### config.mk
export PLATFORM = sky130hd
export DESIGN_NAME = retire_ctrl_flat
export DESIGN_NICKNAME = d
export VERILOG_FILES = /design/src/hw/rob_pkg.sv /design/src/hw/rob_ifs.sv /design/src/hw/retire_ctrl.sv /design/src/flat_wrapper.sv
export SDC_FILE = /design/constraint.sdc
export NUM_CORES = 1
export LEC_CHECK = 0
export BUFFER_PORTS_ARGS = -buffer_cell sky130_fd_sc_hd__buf_2
export CORE_AREA = 8 8 105 107
export DETAILED_ROUTE_END_ITERATION = 10
export DIE_AREA = 0 0 113 115
export SYNTH_ARGS = -nofsm -noshare
export SYNTH_HDL_FRONTEND = slang
export SYNTH_SLANG_ARGS = --single-unit
### constraint.sdc
create_clock -name vclk -period 1.6
set_clock_uncertainty 0.1 [all_clocks]
set_input_delay 0.16 -clock vclk [all_inputs]
set_output_delay 0.16 -clock vclk [all_outputs]
set_load 0.01 [all_outputs]
### src/hw/rob_pkg.sv
// shared types and flag positions for the retirement design, imported by each rtl file
package rob_pkg;

  // instruction address with the two low bits dropped
  typedef logic [29:0] pc_t;

  // result word from the execution units
  typedef logic [31:0] data_t;

  // retirement operation flags
  typedef logic [6:0] retop_t;

  // bit 5 set means no destination
  typedef logic [5:0] dest_t;

  // architectural register number
  typedef logic [4:0] reg_idx_t;

  // exception cause, decode causes are zero-extended into it
  typedef logic [4:0] ecause_t;

  // branch predictor tag
  typedef logic [15:0] bptag_t;

  // flag positions inside retop_t
  localparam int retop_branch = 6;
  localparam int retop_invert = 5;
  localparam int retop_jump   = 4;
  localparam int retop_store  = 3;

  // 128 entries
  localparam int rob_idx_bits_default = 7;

endpackage

### src/hw/rob_ifs.sv
// interfaces between the reorder buffer, the retirement controller and the trap registers
`timescale 1ns/1ns

// registered head entry from the buffer, flush back from the controller
interface retire_if import rob_pkg::*; #(
  parameter int rob_idx_bits = rob_idx_bits_default
) ();
  logic                    ret_valid;
  logic                    ret_error;
  retop_t                  ret_retop;
  pc_t                     ret_addr;
  dest_t                   ret_dest;
  ecause_t                 ret_ecause;
  data_t                   ret_result;
  pc_t                     ret_target;
  bptag_t                  ret_bptag;
  logic                    ret_bptaken;
  logic                    ret_forwarded;
  logic [rob_idx_bits-1:0] ret_slot;
  logic                    flush;

  modport buffer (
    output ret_valid, ret_error, ret_retop, ret_addr, ret_dest, ret_ecause,
    output ret_result, ret_target, ret_bptag, ret_bptaken, ret_forwarded,
    output ret_slot,
    input  flush
  );

  modport ctrl (
    input  ret_valid, ret_error, ret_retop, ret_addr, ret_dest, ret_ecause,
    input  ret_result, ret_target, ret_bptag, ret_bptaken, ret_forwarded,
    output flush
  );
endinterface

// trap request to the trap registers, trap vector back
interface trap_if import rob_pkg::*; ();
  logic    trap_valid;
  pc_t     trap_epc;
  ecause_t trap_cause;
  pc_t     tvec;

  modport ctrl (output trap_valid, trap_epc, trap_cause, input tvec);
  modport csr  (input trap_valid, trap_epc, trap_cause, output tvec);
endinterface

### src/hw/retire_ctrl.sv
// retirement decode of the head entry into commit, predictor, store, flush and trap outputs
`timescale 1ns/1ns

module retire_ctrl import rob_pkg::*; (
  retire_if.ctrl   ret,
  trap_if.ctrl     trap,

  output logic     flush,
  output pc_t      flush_pc,

  // register commit
  output logic     commit,
  output reg_idx_t commit_rd,
  output data_t    commit_result,

  // branch predictor update
  output logic     bp_update,
  output bptag_t   bp_tag,
  output logic     bp_taken,

  output logic     store_release
);

  logic ret_ok;
  logic ret_exc;
  logic br_outcome;
  logic mispredict;

  assign ret_ok  = ret.ret_valid & ~ret.ret_error;
  assign ret_exc = ret.ret_valid & ret.ret_error;

  // actual direction, bit 0 of the compare result
  assign br_outcome = ret.ret_result[0] ^ ret.ret_retop[retop_invert];

  // jumps always redirect, branches only on a wrong guess
  assign mispredict = ret.ret_valid &
                      (ret.ret_retop[retop_jump] |
                       (ret.ret_retop[retop_branch] & (br_outcome ^ ret.ret_bptaken)));

  assign flush     = ret_exc | mispredict;
  assign ret.flush = flush;

  // trap vector, forwarded register target, or decoded target
  always_comb begin
    if (ret.ret_error) begin
      flush_pc = trap.tvec;
    end else if (ret.ret_forwarded) begin
      flush_pc = ret.ret_result[31:2];
    end else begin
      flush_pc = ret.ret_target;
    end
  end

  assign commit    = ret_ok & ~ret.ret_dest[5];
  assign commit_rd = ret.ret_dest[4:0];
  // forwarded entries write the link address
  assign commit_result = ret.ret_forwarded ? {ret.ret_target, 2'b00} : ret.ret_result;

  assign bp_update = ret_ok & ret.ret_retop[retop_branch];
  assign bp_tag    = ret.ret_bptag;
  assign bp_taken  = br_outcome;

  assign store_release = ret_ok & ret.ret_retop[retop_store];

  assign trap.trap_valid = ret_exc;
  assign trap.trap_epc   = ret.ret_addr;
  assign trap.trap_cause = ret.ret_ecause;

endmodule

### src/flat_wrapper.sv
// flat-port wrapper written by rule: the top's interface ports become plain ports
module retire_ctrl_flat import rob_pkg::*;
  (flush, flush_pc, commit, commit_rd, commit_result, bp_update, bp_tag, bp_taken, store_release, ret_ret_valid, ret_ret_error, ret_ret_retop, ret_ret_addr, ret_ret_dest, ret_ret_ecause, ret_ret_result, ret_ret_target, ret_ret_bptag, ret_ret_bptaken, ret_ret_forwarded, ret_flush, trap_trap_valid, trap_trap_epc, trap_trap_cause, trap_tvec);
  retire_if ret_i ();
  trap_if trap_i ();
  output logic flush;
  output pc_t flush_pc;
  output logic commit;
  output reg_idx_t commit_rd;
  output data_t commit_result;
  output logic bp_update;
  output bptag_t bp_tag;
  output logic bp_taken;
  output logic store_release;
  input wire logic [$bits(ret_i.ret_valid)-1:0] ret_ret_valid;
  input wire logic [$bits(ret_i.ret_error)-1:0] ret_ret_error;
  input wire logic [$bits(ret_i.ret_retop)-1:0] ret_ret_retop;
  input wire logic [$bits(ret_i.ret_addr)-1:0] ret_ret_addr;
  input wire logic [$bits(ret_i.ret_dest)-1:0] ret_ret_dest;
  input wire logic [$bits(ret_i.ret_ecause)-1:0] ret_ret_ecause;
  input wire logic [$bits(ret_i.ret_result)-1:0] ret_ret_result;
  input wire logic [$bits(ret_i.ret_target)-1:0] ret_ret_target;
  input wire logic [$bits(ret_i.ret_bptag)-1:0] ret_ret_bptag;
  input wire logic [$bits(ret_i.ret_bptaken)-1:0] ret_ret_bptaken;
  input wire logic [$bits(ret_i.ret_forwarded)-1:0] ret_ret_forwarded;
  output wire logic [$bits(ret_i.flush)-1:0] ret_flush;
  output wire logic [$bits(trap_i.trap_valid)-1:0] trap_trap_valid;
  output wire logic [$bits(trap_i.trap_epc)-1:0] trap_trap_epc;
  output wire logic [$bits(trap_i.trap_cause)-1:0] trap_trap_cause;
  input wire logic [$bits(trap_i.tvec)-1:0] trap_tvec;
  assign ret_i.ret_valid = ret_ret_valid;
  assign ret_i.ret_error = ret_ret_error;
  assign ret_i.ret_retop = ret_ret_retop;
  assign ret_i.ret_addr = ret_ret_addr;
  assign ret_i.ret_dest = ret_ret_dest;
  assign ret_i.ret_ecause = ret_ret_ecause;
  assign ret_i.ret_result = ret_ret_result;
  assign ret_i.ret_target = ret_ret_target;
  assign ret_i.ret_bptag = ret_ret_bptag;
  assign ret_i.ret_bptaken = ret_ret_bptaken;
  assign ret_i.ret_forwarded = ret_ret_forwarded;
  assign ret_flush = ret_i.flush;
  assign trap_trap_valid = trap_i.trap_valid;
  assign trap_trap_epc = trap_i.trap_epc;
  assign trap_trap_cause = trap_i.trap_cause;
  assign trap_i.tvec = trap_tvec;
  retire_ctrl u_core (.ret(ret_i), .trap(trap_i), .flush(flush), .flush_pc(flush_pc), .commit(commit), .commit_rd(commit_rd), .commit_result(commit_result), .bp_update(bp_update), .bp_tag(bp_tag), .bp_taken(bp_taken), .store_release(store_release));
endmodule
### Word level (Yosys, flattened, before mapping)

Cells that the tools add are included.

| word-level totals | value |
|---|---|
| word-level logic and storage cells | 16 |
| input bits | 160 |
| output and inout bits | 125 |
| register bits after elaboration | 0 |

| operators by class | value |
|---|---|
| bitwise operators | 13 |
| multiplexer cells | 3 |

Operators with widths:

| cell | count |
|---|---|
| 30-bit two-way mux | 2 |
| 32-bit two-way mux | 1 |
| 1-bit AND | 7 |
| 1-bit NOT | 2 |
| 1-bit OR | 2 |
| 1-bit bitwise XOR | 2 |

### Longest topological paths before layout

| depth | value |
|---|---|
| depth after elaboration | 6 |
| depth in mapped cells | 4 |
| mapped depth without buffers | 3 |

### Least setup slack after synthesis

OpenSTA, ideal clock, no wires.

| timing | value |
|---|---|
| kind | input to output |
| start point | in ret_ret_result[0] |
| end point | out ret_flush |
| stages on the path | 4 |
| slack | 0.395 ns |
| path buffers | 1 |
| data arrival time | 0.945 ns |
| cells stage by stage | xor2_1 nand4b_1 o211ai_1 buf_4 |

| on the way | value |
|---|---|
| longest elaborated chain between the ends | 6 |

Ends and longest elaborated chain:

| item | RTL line | RTL |
|---|---|---|
| start: declaration | flat_wrapper.sv:21 | `input wire logic [$bits(ret_i.ret_result)-1:0] ret_ret_result;` |
| 1-bit bitwise XOR | retire_ctrl.sv:33 | `assign br_outcome = ret.ret_result[0] ^ ret.ret_retop[retop_invert];` |
| 1-bit bitwise XOR | retire_ctrl.sv:38 | `(ret.ret_retop[retop_branch] & (br_outcome ^ ret.ret_bptaken)));` |
| 1-bit AND | retire_ctrl.sv:38 |  |
| 1-bit OR | retire_ctrl.sv:37 | `(ret.ret_retop[retop_jump] \|` |
| 1-bit AND | retire_ctrl.sv:36 | `assign mispredict = ret.ret_valid &` |
| 1-bit OR | retire_ctrl.sv:40 | `assign flush = ret_exc \| mispredict;` |
| end: declaration | flat_wrapper.sv:26 | `output wire logic [$bits(ret_i.flush)-1:0] ret_flush;` |

Every way passes these cells.

### Worst setup path after layout

| timing | value |
|---|---|
| start point | in ret_ret_forwarded |
| end point | out commit_result[29] |

| on the way | value |
|---|---|
| longest elaborated chain between the ends | 1 |

Ends and longest elaborated chain:

| item | RTL line | RTL |
|---|---|---|
| start: declaration | flat_wrapper.sv:25 | `input wire logic [$bits(ret_i.ret_forwarded)-1:0] ret_ret_forwarded;` |
| 32-bit two-way mux | retire_ctrl.sv:57 | `assign commit_result = ret.ret_forwarded ? {ret.ret_target, 2'b00} : ret.ret_result;` |
| end: declaration | flat_wrapper.sv:10 | `output data_t commit_result;` |

Every way passes these cells.

==> impl_results.md <==
* Post-CTS Setup Bufs at 0
* Share of cells above drive strength 1 at about 67%
* Multi-input logic area at between 1000 and 1500 um2
* GRT overflow at 0
* Adder-Cell Fraction of Synth Area at 0%
* Syn Inst Count at 202
* Fin Hold WS at roughly 220 ps
* # port buffers at 170
* CP max FO at 19
* Total wire length at 5750 um
* Hold Path Stages at 0
* Synth Area in Compound Gates at 9.82%
* Initial antenna violation count at 0
* Io pins at around 290
* Layout clock buffer count at 0
* Slew @ Worst Pin at between 200 and 300 ps
* Pleak at between 1 and 1.5 nW
* Maximum number of pins on one net before global-route repair at 36
* Layout Area Growth over Synthesis at 30.9%
* # DRC at 0
* Inserted Diodes at 0
* Final instance area at roughly 2200 um2
* Worst setup SP type: input pin
* Hold_sp: ret_ret_ecause[4]
* Largest family of logic cells by synthesized area: multiplexers
* First drt pass iteration count at 4
* Mux contribution to synthesized area at 44.9%
* Vias per std cell at approximately 4.1
* Peak VDD IR at 77.2 uV
* Core area at roughly 9500 um2
* Area leader, netlist: buf_4
* YS warnings at 0
* Via count at between 1500 and 2000
* PwrDens at a little over 300 nW/um2
* Post-synthesis xor/xnor area fraction at less than 1%
* Final Hold Viols at 0
* # hold bufs at CTS at 0
* Register area at 0 um2
* Number of sequential cells at 0
* Wire per inst at around 14 um
* Synth Area in Simple Gates at between 10 and 15%
* Fillers at roughly 1100
* Die ar. at 13000 um2
* GRT Total Usage at about 8%
* Worst EP arrival at approximately 1100 ps
* Fin nets at roughly 470
* Synth Net Count at approximately 360
* Final period util at between 80% and 90%
* Cell variety after synth at 20
* Crit path required time at around 1300 ps
* Die Wd at 113 um
* Mapped Avg Cell Area at ~8 um2
* # setup viols final at 0
* Max Cap Viol at 0
* Die Y at between 100 and 150 um
* Initial core utilization at around 18%
* Rows at 36
* Ranking of synthesized cells by area: buf_4 26%, mux2_4 25%, mux2i_1 18%, o21ai_1 9.1%, nand2_1 6.8%
* Max Clk Rate at 0.745 GHz
* Most numerous cell in the Yosys netlist: buf_4
* Post-route ant nets at 0
* Design Power at approximately 0.66 mW
* Pins Over Slew Limit at 0
* Crit Path Class: input pin to output pin
* Yosys top cell area share at between 20% and 30%
* RSZ-0062 raised after global routing: false
* Hold Path End: trap_trap_cause[4]
* # resized after CTS at 0
* Slew HR at about 81%
* Worst setup EP type: output pin
* Post-placement cell area at roughly 2200 um2
* Vias in the first global route at approximately 2000
* Part of the Yosys area used for sequential elements at 0%
* Post-synth top cells: 58 x buf_4, 30 x mux2i_1, 30 x nand2_1, 30 x o21ai_1, 28 x mux2_4
* Status: finished clean
* First-pass GRT wire length at a little under 9000 um
* Fin util at a little under a quarter
* Iteration-0 DRC Markers at 57
* Tmin final at between 1000 and 1500 ps
* Hold Crit Class: input pin to output pin
* Sum Neg Setup Slack at 0 ps
* Post-synthesis cell area at around 1700 um2
* Gpl congestion at about 0.80
* Hpwl dp at ~5200 um
[power by group]
part	internal, mW	switching [mW]
clock	0	0
sequential	0	0
combinational	0.353	0.308
total	0.353	0.308
[layout by cell type, fill, tap and decap left out, types with 2 or more instances in the layout]
| master | instances |
|---|---|
| buf_2 | 169 |
| mux2i_1 | 30 |
| nand2_1 | 30 |
| o21ai_1 | 30 |
| mux2_4 | 28 |
| buf_12 | 4 |
| nor2b_1 | 2 |
| and3b_1 | 2 |
| mux2_2 | 2 |
| buf_4 | 2 |
[metrics by stage]
| step | cells | worst slack [ps] |
|---|---|---|
| after floorplan | 202 | 395 |
| after global placement | 420 | 237 |
| after detailed placement | 420 | 243 |
| after CTS | 420 | 233 |
| after global routing | 420 | 188 |
| final | 420 | 258 |
[layout make-up]
class / count / area share, %
Multi-Input combinational cell: 131 / 50.0
Tap cell: 114 / 6.58
Timing Repair Buffer: 175 / 43.4
[worst max-delay path, cell delays in order]
cell and delay (ps):
buf_4 210, buf_12 210, mux2_2 350, buf_2 140
[cells by family after synthesis]
logic type,Yosys count
AOI/OAI and AO/OA,32
xor gates and xnor gates,1
buffers and inverters,71
muxes,60
and+or+nand+nor,38
[worst max-delay path by stage]
stage | from | end | slack [ps]
final | ret_ret_forwarded | commit_result[29] | 260
after global routing | ret_ret_forwarded | flush_pc[3] | 190
after CTS | ret_ret_forwarded | commit_result[29] | 230
after detailed placement | ret_ret_forwarded | flush_pc[19] | 240
after global placement | ret_ret_forwarded | flush_pc[8] | 240
after floorplan | ret_ret_result[0] | ret_flush | 400
[metal layers]
metal | wire (um) | share of wire (%) | vias to the layer above | GRT usage, %
li1 | - | - | 845 | -
met3 | 843 | 15 | 26 | 3.89
met1 | 1940 | 34 | 728 | 6.96
met4 | 156 | 2.7 | 0 | 2.66
met5 | 0 | 0 | - | 0
met2 | 2810 | 49 | 119 | 14.8
Note: power is estimated with default switching activity, not from simulation.
