**src/hw/rob_pkg.sv**
```systemverilog
// shared types and flag positions for the retirement design, imported by each rtl file
package rob_pkg;

  // instruction address with the two low bits dropped
  typedef logic [29:0] pc_t;

  // result word from the execution units
  typedef logic [31:0] data_t;

  // retirement operation flags
  typedef logic [6:0] retop_t;

  // bit 5 set means no destination
  typedef logic [5:0] dest_t;

  // architectural register number
  typedef logic [4:0] reg_idx_t;

  // exception cause, decode causes are zero-extended into it
  typedef logic [4:0] ecause_t;

  // branch predictor tag
  typedef logic [15:0] bptag_t;

  // flag positions inside retop_t
  localparam int retop_branch = 6;
  localparam int retop_invert = 5;
  localparam int retop_jump   = 4;
  localparam int retop_store  = 3;

  // 128 entries
  localparam int rob_idx_bits_default = 7;

endpackage

```
**src/hw/rob_ifs.sv**
```systemverilog


// trap request to the trap registers, trap vector back
interface trap_if import rob_pkg::*; ();
  logic    trap_valid;
  pc_t     trap_epc;
  ecause_t trap_cause;
  pc_t     tvec;

  modport ctrl (output trap_valid, trap_epc, trap_cause, input tvec);
  modport csr  (input trap_valid, trap_epc, trap_cause, output tvec);
endinterface

```
**src/hw/trap_csr.sv**
```systemverilog
// trap registers: externally written trap vector, plus trap pc and cause captured on exceptions
`timescale 1ns/1ns

module trap_csr import rob_pkg::*; (
  input  logic    clk,
  input  logic    arst_n,

  // write port for the trap vector
  input  logic    tvec_we,
  input  pc_t     tvec_wdata,

  trap_if.csr     trap,

  output pc_t     trap_epc,
  output ecause_t trap_cause
);

  pc_t tvec_q;

  // trap vector
  always_ff @(posedge clk or negedge arst_n) begin
    if (!arst_n) begin
      tvec_q <= '0;
    end else if (tvec_we) begin
      tvec_q <= tvec_wdata;
    end
  end

  assign trap.tvec = tvec_q;

  // pc and cause of the last trapping entry
  always_ff @(posedge clk or negedge arst_n) begin
    if (!arst_n) begin
      trap_epc   <= '0;
      trap_cause <= '0;
    end else if (trap.trap_valid) begin
      trap_epc   <= trap.trap_epc;
      trap_cause <= trap.trap_cause;
    end
  end

endmodule

```
**src/flat_wrapper.sv**
```systemverilog
// flat-port wrapper written by rule: the top's interface ports become plain ports
module trap_csr_flat import rob_pkg::*;
  (clk, arst_n, tvec_we, tvec_wdata, trap_epc, trap_cause, trap_trap_valid, trap_trap_epc, trap_trap_cause, trap_tvec);
  trap_if trap_i ();
  input  logic clk;
  input  logic arst_n;
  input  logic tvec_we;
  input  pc_t tvec_wdata;
  output pc_t trap_epc;
  output ecause_t trap_cause;
  input wire logic [$bits(trap_i.trap_valid)-1:0] trap_trap_valid;
  input wire logic [$bits(trap_i.trap_epc)-1:0] trap_trap_epc;
  input wire logic [$bits(trap_i.trap_cause)-1:0] trap_trap_cause;
  output wire logic [$bits(trap_i.tvec)-1:0] trap_tvec;
  assign trap_i.trap_valid = trap_trap_valid;
  assign trap_i.trap_epc = trap_trap_epc;
  assign trap_i.trap_cause = trap_trap_cause;
  assign trap_tvec = trap_i.tvec;
  trap_csr u_core (.clk(clk), .arst_n(arst_n), .tvec_we(tvec_we), .tvec_wdata(tvec_wdata), .trap(trap_i), .trap_epc(trap_epc), .trap_cause(trap_cause));
endmodule
```
**config.mk**
```make
export PLATFORM = sky130hd
export DESIGN_NAME = trap_csr_flat
export DESIGN_NICKNAME = d
export VERILOG_FILES = /design/src/hw/rob_pkg.sv /design/src/hw/rob_ifs.sv /design/src/hw/trap_csr.sv /design/src/flat_wrapper.sv
export SDC_FILE = /design/constraint.sdc
export NUM_CORES = 1
export LEC_CHECK = 0
export ABC_AREA = 1
export BUFFER_PORTS_ARGS = -buffer_cell sky130_fd_sc_hd__buf_2
export CAP_MARGIN = 30
export CORE_ASPECT_RATIO = 1.75
export CORE_MARGIN = 2
export CORE_UTILIZATION = 44
export DETAILED_ROUTE_END_ITERATION = 8
export GPL_TIMING_DRIVEN = 0
export MAX_ROUTING_LAYER = met4
export PLACE_DENSITY = 0.89
export SETUP_SLACK_MARGIN = 0.5
export SLEW_MARGIN = 40
export SYNTH_ARGS = -nofsm -noshare
export SYNTH_HDL_FRONTEND = slang
export SYNTH_SLANG_ARGS = --single-unit
export TNS_END_PERCENT = 1
```
**constraint.sdc**
```tcl
create_clock -name clk -period 0.8 [get_ports clk]
set_clock_uncertainty 0.1 [all_clocks]
set_input_delay 0.16 -clock clk [delete_from_list [all_inputs] [get_ports clk]]
set_output_delay 0.16 -clock clk [all_outputs]
set_load 0.01 [all_outputs]
```
* Word-level counts from Yosys, hierarchy flattened
Index checks and enable logic that the tools add are counted.
Widths: inputs -> output; s select.
** Storage, ports and cells
- Logic and storage cells :: 3
- Input port bits :: 69
- Register bits :: 65
- Output and inout bits :: 65

* Logic depth before layout (Yosys ltp)
Gate-level depths: netlist (run 1).
- Depth in word-level cells :: 0
- Mapped depth :: 5
- Depth with buffers taken out :: 3

* Worst setup path before layout (run 1)
Ideal clock, no wire load.
- Path kind :: input to register
- Start point :: input trap_trap_valid
- End point :: register u_core.trap_cause[1]
- Buffers on the path :: 2
- Slack :: 40 ps
- Cell stages on the path :: 5
- Library setup time :: 116 ps
- Data required time :: 584 ps
- Arrival :: 543 ps
- Path through :: buf_6 inv_8 buf_8 nand2_2 nand2_1
** RTL lines
- start, declared :: RTL line flat_wrapper.sv:11 : input wire logic [$bits(trap_i.trap_valid)-1:0] trap_trap_valid;
- end signal, assigned :: RTL line trap_csr.sv:38 : trap_cause <= trap.trap_cause;
- end, declared :: RTL line trap_csr.sv:15 : output ecause_t trap_cause

* Final worst setup path (run 1)
- Start point :: register u_core.trap_epc[1]
- End point :: output trap_epc[1]
** RTL lines
- start, declared :: RTL line trap_csr.sv:14 : output pc_t trap_epc,
- start signal, assigned :: RTL line trap_csr.sv:37 : trap_epc <= trap.trap_epc;
- end, declared :: RTL line flat_wrapper.sv:9 : output pc_t trap_epc;
No word-level cell between the ends.

==> results of run 1 <==
==> repair_timing <==
item / 4_1_cts / 5_1_grt
endpoints found under the setup margin: 195 / 130
buffers inserted: 0 / 3
hold endpoints to repair: 130 / 130
resized for setup: 4 / 6
pin swaps: 78 / 65
==> flip-flops by register name, indices dropped and copies added (netlist names) <==
register and flops:
u_core.trap.tvec 30, u_core.trap_cause 5, u_core.trap_epc 30
==> area by class of cell <==
cell class / instances / share of cell area [%]
flip-flops and latches: 65 / 45.68
multi-input cells: 195 / 21.47
repair buffers: 135 / 20.34
clock buffers: 13 / 5.025
plain buffers: 13 / 3.408
well taps: 76 / 2.670
clock inverters: 2 / 0.9838
inverters: 2 / 0.4216
==> routing by layer <==
metal | up-vias | GRT usage [%] | share of wire (%)
met1 | 1053 | 19.75 | 37
met2 | 83 | 34.73 | 57
met5 | - | - | 0
li1 | 1114 | - | -
met3 | 6 | 4.744 | 5.0
met4 | 0 | 7.453 | 1.2
==> cell usage after synthesis, drive strengths merged <==
master	instances	share of area [%]
nand2	195	30
buf	13	4.2
dfrtp	65	65
inv	2	0.60
==> path summary, 6_finish.rpt <==
check                                  endpoint  slack (ns)  cells after the start
setup / recovery                    trap_epc[1]       -0.32                      1
hold / removal              u_core.trap_epc[23]       -0.33                      1
setup reg to reg            u_core.trap_epc[19]       -0.04                      3
hold reg to reg             u_core.trap_epc[14]        0.37                      2
max in group asynchronous  u_core.trap.tvec[12]        0.59                      1
min in group clk            u_core.trap.tvec[1]       -0.07                      3
==> cells by family after synthesis <==
kind of cell           after synthesis
buffers and inverters               15
flip-flops                          65
AND/OR/NAND/NOR                    195
==> power groups by stage <==
stage	sequential, mW	clock [mW]	combinational, mW
finish	3.74	2.90	1.19
global route	3.78	3.11	1.33
CTS	3.74	2.98	1.17
global placement	3.78	0	1.12
floorplan	3.94	0	0.390
detailed placement	3.79	0	1.16
==> metrics by stage <==
step                      hold slack, ns  worst slack, ns  TNS, ns  instances  cell area [sq um]
after detailed placement          0.1988          -0.1371   -9.738        483               3278
after global routing             -0.3133          -0.3639   -22.75        501               3561
after floorplan                  -0.2356          0.06146        0        275               2520
after CTS                        -0.3265          -0.3406   -21.20        498               3512
final                            -0.3325          -0.3229   -19.81        501               3561
after global placement            0.2584          -0.7068   -46.30        483               3276
==> impl_results.md, run 1 <==
- Routability-driven placement congestion ratio: around 0.79
- Synth Area in Simple Gates: 30.23%
- Sw Share: about 25%
- Routed len/inst: 11.61 um
- Chip Width: 61.02 um
- Post-synthesis mux area share: 0%
- Synth Register Bits: 65
- Most common cell after layout, fill and taps aside: nand2_1
- Vias in the first global route: 2152
- Max FO, Critical Path: 2
- CP delay by family, top: flip-flops
- Ports: 134
- Worst Path Arrival: 0.86 ns
- Critical path startpoint: u_core.trap_epc[1]
- Synth Area in Compound Gates: 0%
- Slowest library cell on the worst path: dfrtp_1
- Clk network pwr share: a little under two fifths
- Area of the multi-input gates: ~760 sq um
- Static Leak: 2.122 nW
- Die ar.: 6333 sq um
- PD cells: about 2200 nW/um^2
- Final Max Tran Viols: 0
- CP bufs+invs: 1
- # DRC: 0
- Clock edge transition at the registers on the reported setup and hold paths: 0.07 ns
- Post-synth cell types: 9
- Post-Syn Nets: 344
- Ys Warns: 0
- Largest net degree at the start of global routing: 66
- Most frequent cells in the layout: nand2_1, buf_2, dfrtp_1, nand2_2, clkbuf_8
- CTS root buf: clkbuf_8
- Routed Antenna Nets: 0
- FMAX: 890.5 MHz
- Pre-antenna DRT Iters: 5
- Minimum hold slack: -0.3325 ns
- First-pass GRT wire length: a little over 9000 um
- Fillers: 447
- Post-layout min period: 1.123 ns
- Final period util: 140.4%
- CTS H-Tree Depth: 3
- CTS tree: yes
- Die Span Y: just over 100 um
- Register area share after synthesis: 64.97%
- Final setup vio count: 68
- Worst Path Required: 0.54 ns
- Mapped Avg Cell Area: 9.104 sq um
- Initial antenna violation count: 0
- Buffers added on ports: between 100 and 150
- Total GRT Usage: 19.69%
- Kind of end point of the critical path: output pin
- Maximum vdd drop: 1.466 mV
- Drt via density: 4.503
- Largest family of logic cells by synthesized area: simple AND/OR/NAND/NOR gates
- Worst-Margin Slew: 0.4672 ns
- Cts bufs inserted: 9
- Worst setup path class: flip-flop to output pin
- Layout cell share with drive strength beyond 1: 41.88%
- Worst-Skew Late Latency: 0.32 ns
- Crit-path max cell delay: 0.40 ns
- Worst rel slew slack: 68.85%
- Clock sink count: between 60 and 70
- Worst reg2reg path startpoint: u_core.trap_epc[19]
- Xor and xnor area share after synthesis: 0%
- Synth Instances: 275
- Rows: 36
- Core ar.: 5540 sq um
- Nets@finish: 490
- Drt total wl: 5819 um
- Final hold violations: between 100 and 150
- Failing checks: hold timing, setup timing
- P_sw: 1.948 mW
- Vias post-DR: 2256
- Overall power: around 7.8 mW
- DR iter-0 viols: 84
- Max-cap violations: 0
- Sequential fraction of design power: a little under half
- Combinational share of power: 15.2%
- Syn-to-layout area delta: 42.23%
- CP Launch Type: flip-flop
- GRT Residual Overflow: 0
- Register area: 1627 sq um
- RSZ-0062 raised after global routing: yes
- Status: finished with violations
- Clock Path Buffers: 2
- Number of diodes: 0
- DP HPWL: 4358 um
- Final core occ: ~64%
- Mapped cell area: roughly 2500 sq um
- Int Pwr: 5.884 mW
- Critical path, cell by cell: buf_2
- Post-Synth Adder-Cell Area: 0%
- Min-Delay Path Class: input pin to asynchronous set/reset pin
- Initial core utilization: a little under half
- Final worst slack: -0.3229 ns
No activity file was read; power rests on OpenSTA's default activity.
==> run 2, diff against run 1 <==
--- a/config.mk
+++ b/config.mk
@@ -8,7 +8,6 @@
 export ABC_AREA = 1
 export BUFFER_PORTS_ARGS = -buffer_cell sky130_fd_sc_hd__buf_2
 export CAP_MARGIN = 30
-export CORE_ASPECT_RATIO = 1.75
 export CORE_MARGIN = 2
 export CORE_UTILIZATION = 44
 export DETAILED_ROUTE_END_ITERATION = 8
==> run 2 against run 1 <==
  * The flow still finishes with violations (hold timing, setup timing)
  * Fmax up 0.32%
  * Register-to-register slack about the same
  * Non-clock buffer count up 3
  * Total power up 2.5%
  * Global-route usage up 0.75 points
  * Hold slack worse by 0.017 ns
  * Cell count unchanged
  * Via count down 0.40%
  * Largest power group unchanged
  * Highest routed layer unchanged
==> impl_results.md, run 2 (synthesis gave the netlist of run 1 again) <==
- CTS root buf: clkbuf_8
- Routed Antenna Nets: 0
- Worst Path Arrival: 0.86 ns
- First-pass GRT wire length: slightly below 10000 um
- Max FO, Critical Path: 2
- Clk network pwr share: 38.5%
- Worst rel slew slack: approximately 69%
- CTS tree: yes
- CP Launch Type: flip-flop
- Setup TNS: -19.76 ns
- Failing checks: hold timing, setup timing
- Met3 wire length: 377 um
- Total GRT Usage: 20.44%
- Initial antenna violation count: 0
- CP delay by family, top: flip-flops
- Max-cap violations: 0
- Status: finished with violations
- DP HPWL: 4235 um
- Worst setup path class: flip-flop to output pin
- Most common cell after layout, fill and taps aside: nand2_1
- Final Max Tran Viols: 0
- Slowest library cell on the worst path: dfrtp_1
- Nets@finish: around 500
- Maximum vdd drop: 1.264 mV
- FMAX: 893.3 MHz
- Final core occ: 64.89%
- Crit-path max cell delay: 0.39 ns
- Sequential fraction of design power: approximately 47%
- Final period util: 139.9%
- CP bufs+invs: 1
- Critical path, cell by cell: buf_2
- GRT Residual Overflow: 0
- Rows: 27
- Min-Delay Path Class: input pin to asynchronous set/reset pin
- Buffers added on ports: 132
- Static Leak: approximately 2.1 nW
- Int Pwr: 6.042 mW
- Clock sink count: 65
- DR iter-0 viols: roughly 80
- Vias in the first global route: 2253
- Combinational share of power: 15.0%
- Chip Width: 79.43 um
- RSZ-0062 raised after global routing: yes
- Final setup vio count: 69
- PD cells: 2246 nW/um^2
- Routability-driven placement congestion ratio: about 0.80
- Minimum hold slack: -0.3494 ns
- Drt total wl: roughly 5700 um
- P_sw: roughly 2 mW
- Clock Path Buffers: 2
- Largest net degree at the start of global routing: 66
- Vias post-DR: between 2000 and 2500
- R2R setup slack: -0.03 ns
- Worst-Skew Late Latency: 0.32 ns
- Wire length on met2: between 2000 and 3000 um
- Post-layout min period: 1.119 ns
- Cts bufs inserted: 9
- Die ar.: 6309 sq um
- Clock edge transition at the registers on the reported setup and hold paths: around 0.07 ns
- DP Worst Slack: -0.1338 ns
- Routed len/inst: 11.36 um
- Ports: 134
- M1 wire length: roughly 2400 um
- Layout cell share with drive strength beyond 1: between 40% and 50%
- Number of diodes: 0
- Syn-to-layout area delta: 42.73%
- Core ar.: between 5000 and 6000 sq um
- # DRC: 0
- Pre-antenna DRT Iters: 4
- Most frequent cells in the layout: nand2_1, buf_2, dfrtp_1, clkbuf_8, nand2_2
- Drt via density: 4.485
- Sw Share: 24.71%
- CTS H-Tree Depth: 3
- Die Span Y: 79.43 um
- Uppermost layer routed: met4
- Final hold violations: between 100 and 150
- Fillers: 452
- Final worst slack: -0.3194 ns
- Overall power: 8.025 mW
- Initial core utilization: 45.47%
- Kind of end point of the critical path: output pin
- Worst-Margin Slew: 0.4644 ns
- Worst Path Required: 0.54 ns
-- run 2: final cells by class --
type	instances	area [sq um]	area share, %
plain buffers	13	121.4	3.396
flip-flops and latches	65	1627	45.52
repair buffers	138	734.5	20.55
clock inverters	5	77.57	2.171
clock buffers	11	151.4	4.237
inverters	2	15.01	0.4202
multi-input cells	195	757.0	21.18
well taps	72	90.09	2.521
-- run 2: through the flow --
| stage | cell area, sq um | instances |
|---|---|---|
| 3_5_place_dp | 3273 | 479 |
| 3_3_place_gp | 3271 | 479 |
| 6_report | 3573 | 501 |
| 5_1_grt | 3573 | 501 |
| 4_1_cts | 3561 | 501 |
| 2_1_floorplan | 2520 | 275 |
-- run 2: layer usage --
metal / global-route usage (%) / vias up
li1: - / 1118
met1: 23.35 / 1024
met3: 5.317 / 14
met5: - / -
met4: 9.310 / 0
met2: 33.87 / 91
-- run 2: what timing repair did --
item,in CTS,in global routing
setup buffers,6,0
endpoints found under the hold margin,130,130
gates resized for setup,3,2
endpoints found under the setup margin,195,130
pin swaps,54,56
-- run 2: final timing paths --
path / start / endpoint / cells past startpoint
worst min register to register: u_core.trap_epc[21] / u_core.trap_epc[21] / 2
worst max-delay path: u_core.trap_epc[23] / trap_epc[23] / 1
worst min-delay path: arst_n / u_core.trap_epc[29] / 1
worst max register to register: u_core.trap_epc[4] / u_core.trap_epc[4] / 3
min in group clk: trap_trap_epc[26] / u_core.trap_epc[26] / 3
max in group asynchronous: arst_n / u_core.trap_epc[5] / 1
-- run 2: power by group through the flow --
stage / registers [mW] / clock network [mW] / logic [mW]
6_report: 3.73 / 3.09 / 1.20
5_1_grt: 3.76 / 3.33 / 1.35
4_1_cts: 3.73 / 3.17 / 1.22
3_5_place_dp: 3.79 / 0 / 1.16
3_3_place_gp: 3.78 / 0 / 1.12
2_1_floorplan: 3.94 / 0 / 0.390
==> run 3, diff against run 2 <==
--- a/config.mk
+++ b/config.mk
@@ -13,8 +13,8 @@
 export DETAILED_ROUTE_END_ITERATION = 8
 export GPL_TIMING_DRIVEN = 0
 export MAX_ROUTING_LAYER = met4
-export PLACE_DENSITY = 0.89
-export SETUP_SLACK_MARGIN = 0.5
+export PLACE_DENSITY = 0.75
+export SETUP_SLACK_MARGIN = 0.3
 export SLEW_MARGIN = 40
 export SYNTH_ARGS = -nofsm -noshare
 export SYNTH_HDL_FRONTEND = slang
==> run 3 against run 2 <==
  * The run still ends with hold timing, setup timing left
  * Largest cell class unchanged
  * Sequential power barely moved
  * Cell count fell by 0.60%
  * Clock-buffer cell count rose by 2
  * Global-route usage fell by 0.72 points
  * Critical path type unchanged
  * Total power fell by 8.1%
  * Flip-flop and latch count did not move
==> impl_results.md, run 3 (synthesis gave the netlist of run 1 again) <==
- Rows: 27
- Number of diodes: 0
- Initial antenna violation count: 0
- DP HPWL: between 4000 and 5000 um
- Worst setup path class: flip-flop to output pin
- Crit-path max cell delay: 0.41 ns
- First-pass GRT wire length: 9363 um
- Min-Delay Path Class: input pin to asynchronous set/reset pin
- Final worst slack: -0.3293 ns
- Clock Path Buffers: 2
- Final setup vio count: 67
- Pre-antenna DRT Iters: 4
- Routed Antenna Nets: 0
- Design Area, Final: 3561 sq um
- Vias post-DR: 2219
- Clock sink count: 65
- Setup TNS: -19.69 ns
- Worst rel slew slack: 74.45%
- Worst-Skew Late Latency: 0.33 ns
- Chip Width: 79.43 um
- FMAX: 885.5 MHz
- Cts bufs inserted: 9
- CP bufs+invs: 1
- Slowest library cell on the worst path: dfrtp_1
- Overall power: 7.376 mW
- DP Worst Slack: -0.05630 ns
- Largest net degree at the start of global routing: 38
- Placed insts: 480
- CP delay by family, top: flip-flops
- Placed Area: approximately 3300 sq um
- Initial core utilization: 45.47%
- Final core occ: 64.67%
- Routability-driven placement congestion ratio: between 0.7 and 0.8
- Status: finished with violations
- Final Max Tran Viols: 0
- Core ar.: 5507 sq um
- Max-cap violations: 0
- Worst-Margin Slew: about 0.38 ns
- Most frequent cells in the layout: nand2_1, buf_2, dfrtp_1, buf_6, nand2_2
- Critical path, cell by cell: buf_6
- Die Span Y: 79.43 um
- # DRC: 0
- CP Launch Type: flip-flop
- Routed len/inst: 11.41 um
- CTS root buf: clkbuf_8
- Static Leak: approximately 2.1 nW
- CTS H-Tree Depth: 3
- Ports: 134
- Drt total wl: 5681 um
- Failing checks: hold timing, setup timing
- Non-filler instance count after layout: 498
- Final period util: 141.2%
- CTS tree: yes
- Final hold violations: 130
- Die ar.: roughly 6300 sq um
- Buffers added on ports: 132
- RSZ-0062 raised after global routing: yes
- PD cells: 2071 nW/um^2
- Syn-to-layout area delta: 42.23%
- Vias in the first global route: 2112
- Total GRT Usage: between 10% and 20%
- Max FO, Critical Path: 2
- GRT Residual Overflow: 0
- Maximum vdd drop: 1.190 mV
- Nets@finish: about 500
- Most common cell after layout, fill and taps aside: nand2_1
- DR iter-0 viols: 94
- Post-layout min period: 1.129 ns
- Worst Path Required: roughly 0.54 ns
- Clock edge transition at the registers on the reported setup and hold paths: 0.07 ns
- Worst Path Arrival: between 0.8 and 0.9 ns
- Kind of end point of the critical path: output pin
- Drt via density: around 4.5
- Layout cell share with drive strength beyond 1: 41.78%
- Minimum hold slack: -0.3504 ns
==> run 3: cell types whose count changed in the layout (fill, tap and decap cells not counted) <==
cell,delta
buf_12,+1
buf_2,-8
buf_4,-3
buf_6,+8
buf_8,-1
bufinv_16,-2
clkbuf_1,+2
clkinv_2,+1
clkinvlp_4,-1
nand2_1,-4
nand2_2,+4
==> run 3: repair_timing <==
action	CTS	global route
resized for setup	4	11
hold endpoints to repair	96	93
setup endpoints to repair	130	130
setup buffers	1	1
pin swaps	62	64
==> run 3: final timing paths <==
check | startpoint | end | slack (ns) | cells past startpoint
hold reg to reg | u_core.trap_epc[24] | u_core.trap_epc[24] | 0.36 | 2
min in group clk | trap_trap_epc[23] | u_core.trap_epc[23] | -0.07 | 3
max in group asynchronous | arst_n | u_core.trap.tvec[21] | 0.43 | 2
setup / recovery | u_core.trap.tvec[23] | trap_tvec[23] | -0.33 | 1
setup reg to reg | u_core.trap_epc[3] | u_core.trap_epc[3] | -0.01 | 3
hold / removal | arst_n | u_core.trap_epc[2] | -0.35 | 1
==> run 3: area by class of cell <==
cell class	count	area [sq um]
clock buffer	13	158.9
clock inverter	3	15.01
buffer	13	121.4
timing repair buffer	135	767.0
multi-input combinational	195	767.0
inverter	2	15.01
tap	72	90.09
sequential	65	1627
fill	458	1946
==> run 3: per-layer routing <==
layer | wire, um | up-vias | part of all wire [%] | global-route usage, %
met5 | 0 | - | 0 | -
met4 | 55 | 0 | 0.97 | 6.724
met3 | 402 | 7 | 7.1 | 5.204
met2 | 2724 | 87 | 48 | 31.43
met1 | 2499 | 1014 | 44 | 24.58
li1 | - | 1111 | - | -
==> run 3: worst register-to-register path, stage by stage (launching register included) <==
cell     delay (ns)
dfrtp_1        0.37
buf_4          0.13
nand2_2        0.05
nand2_2        0.05
==> run 3: where the power goes <==
| part | switching, mW | total [mW] | leakage, nW | internal (mW) |
|---|---|---|---|---|
| sequential | 0.163 | 3.74 | 0.792 | 3.58 |
| clock | 1.13 | 2.41 | 0.0932 | 1.28 |
| combinational | 0.647 | 1.23 | 1.23 | 0.578 |
| total | 1.94 | 7.38 | 2.12 | 5.44 |
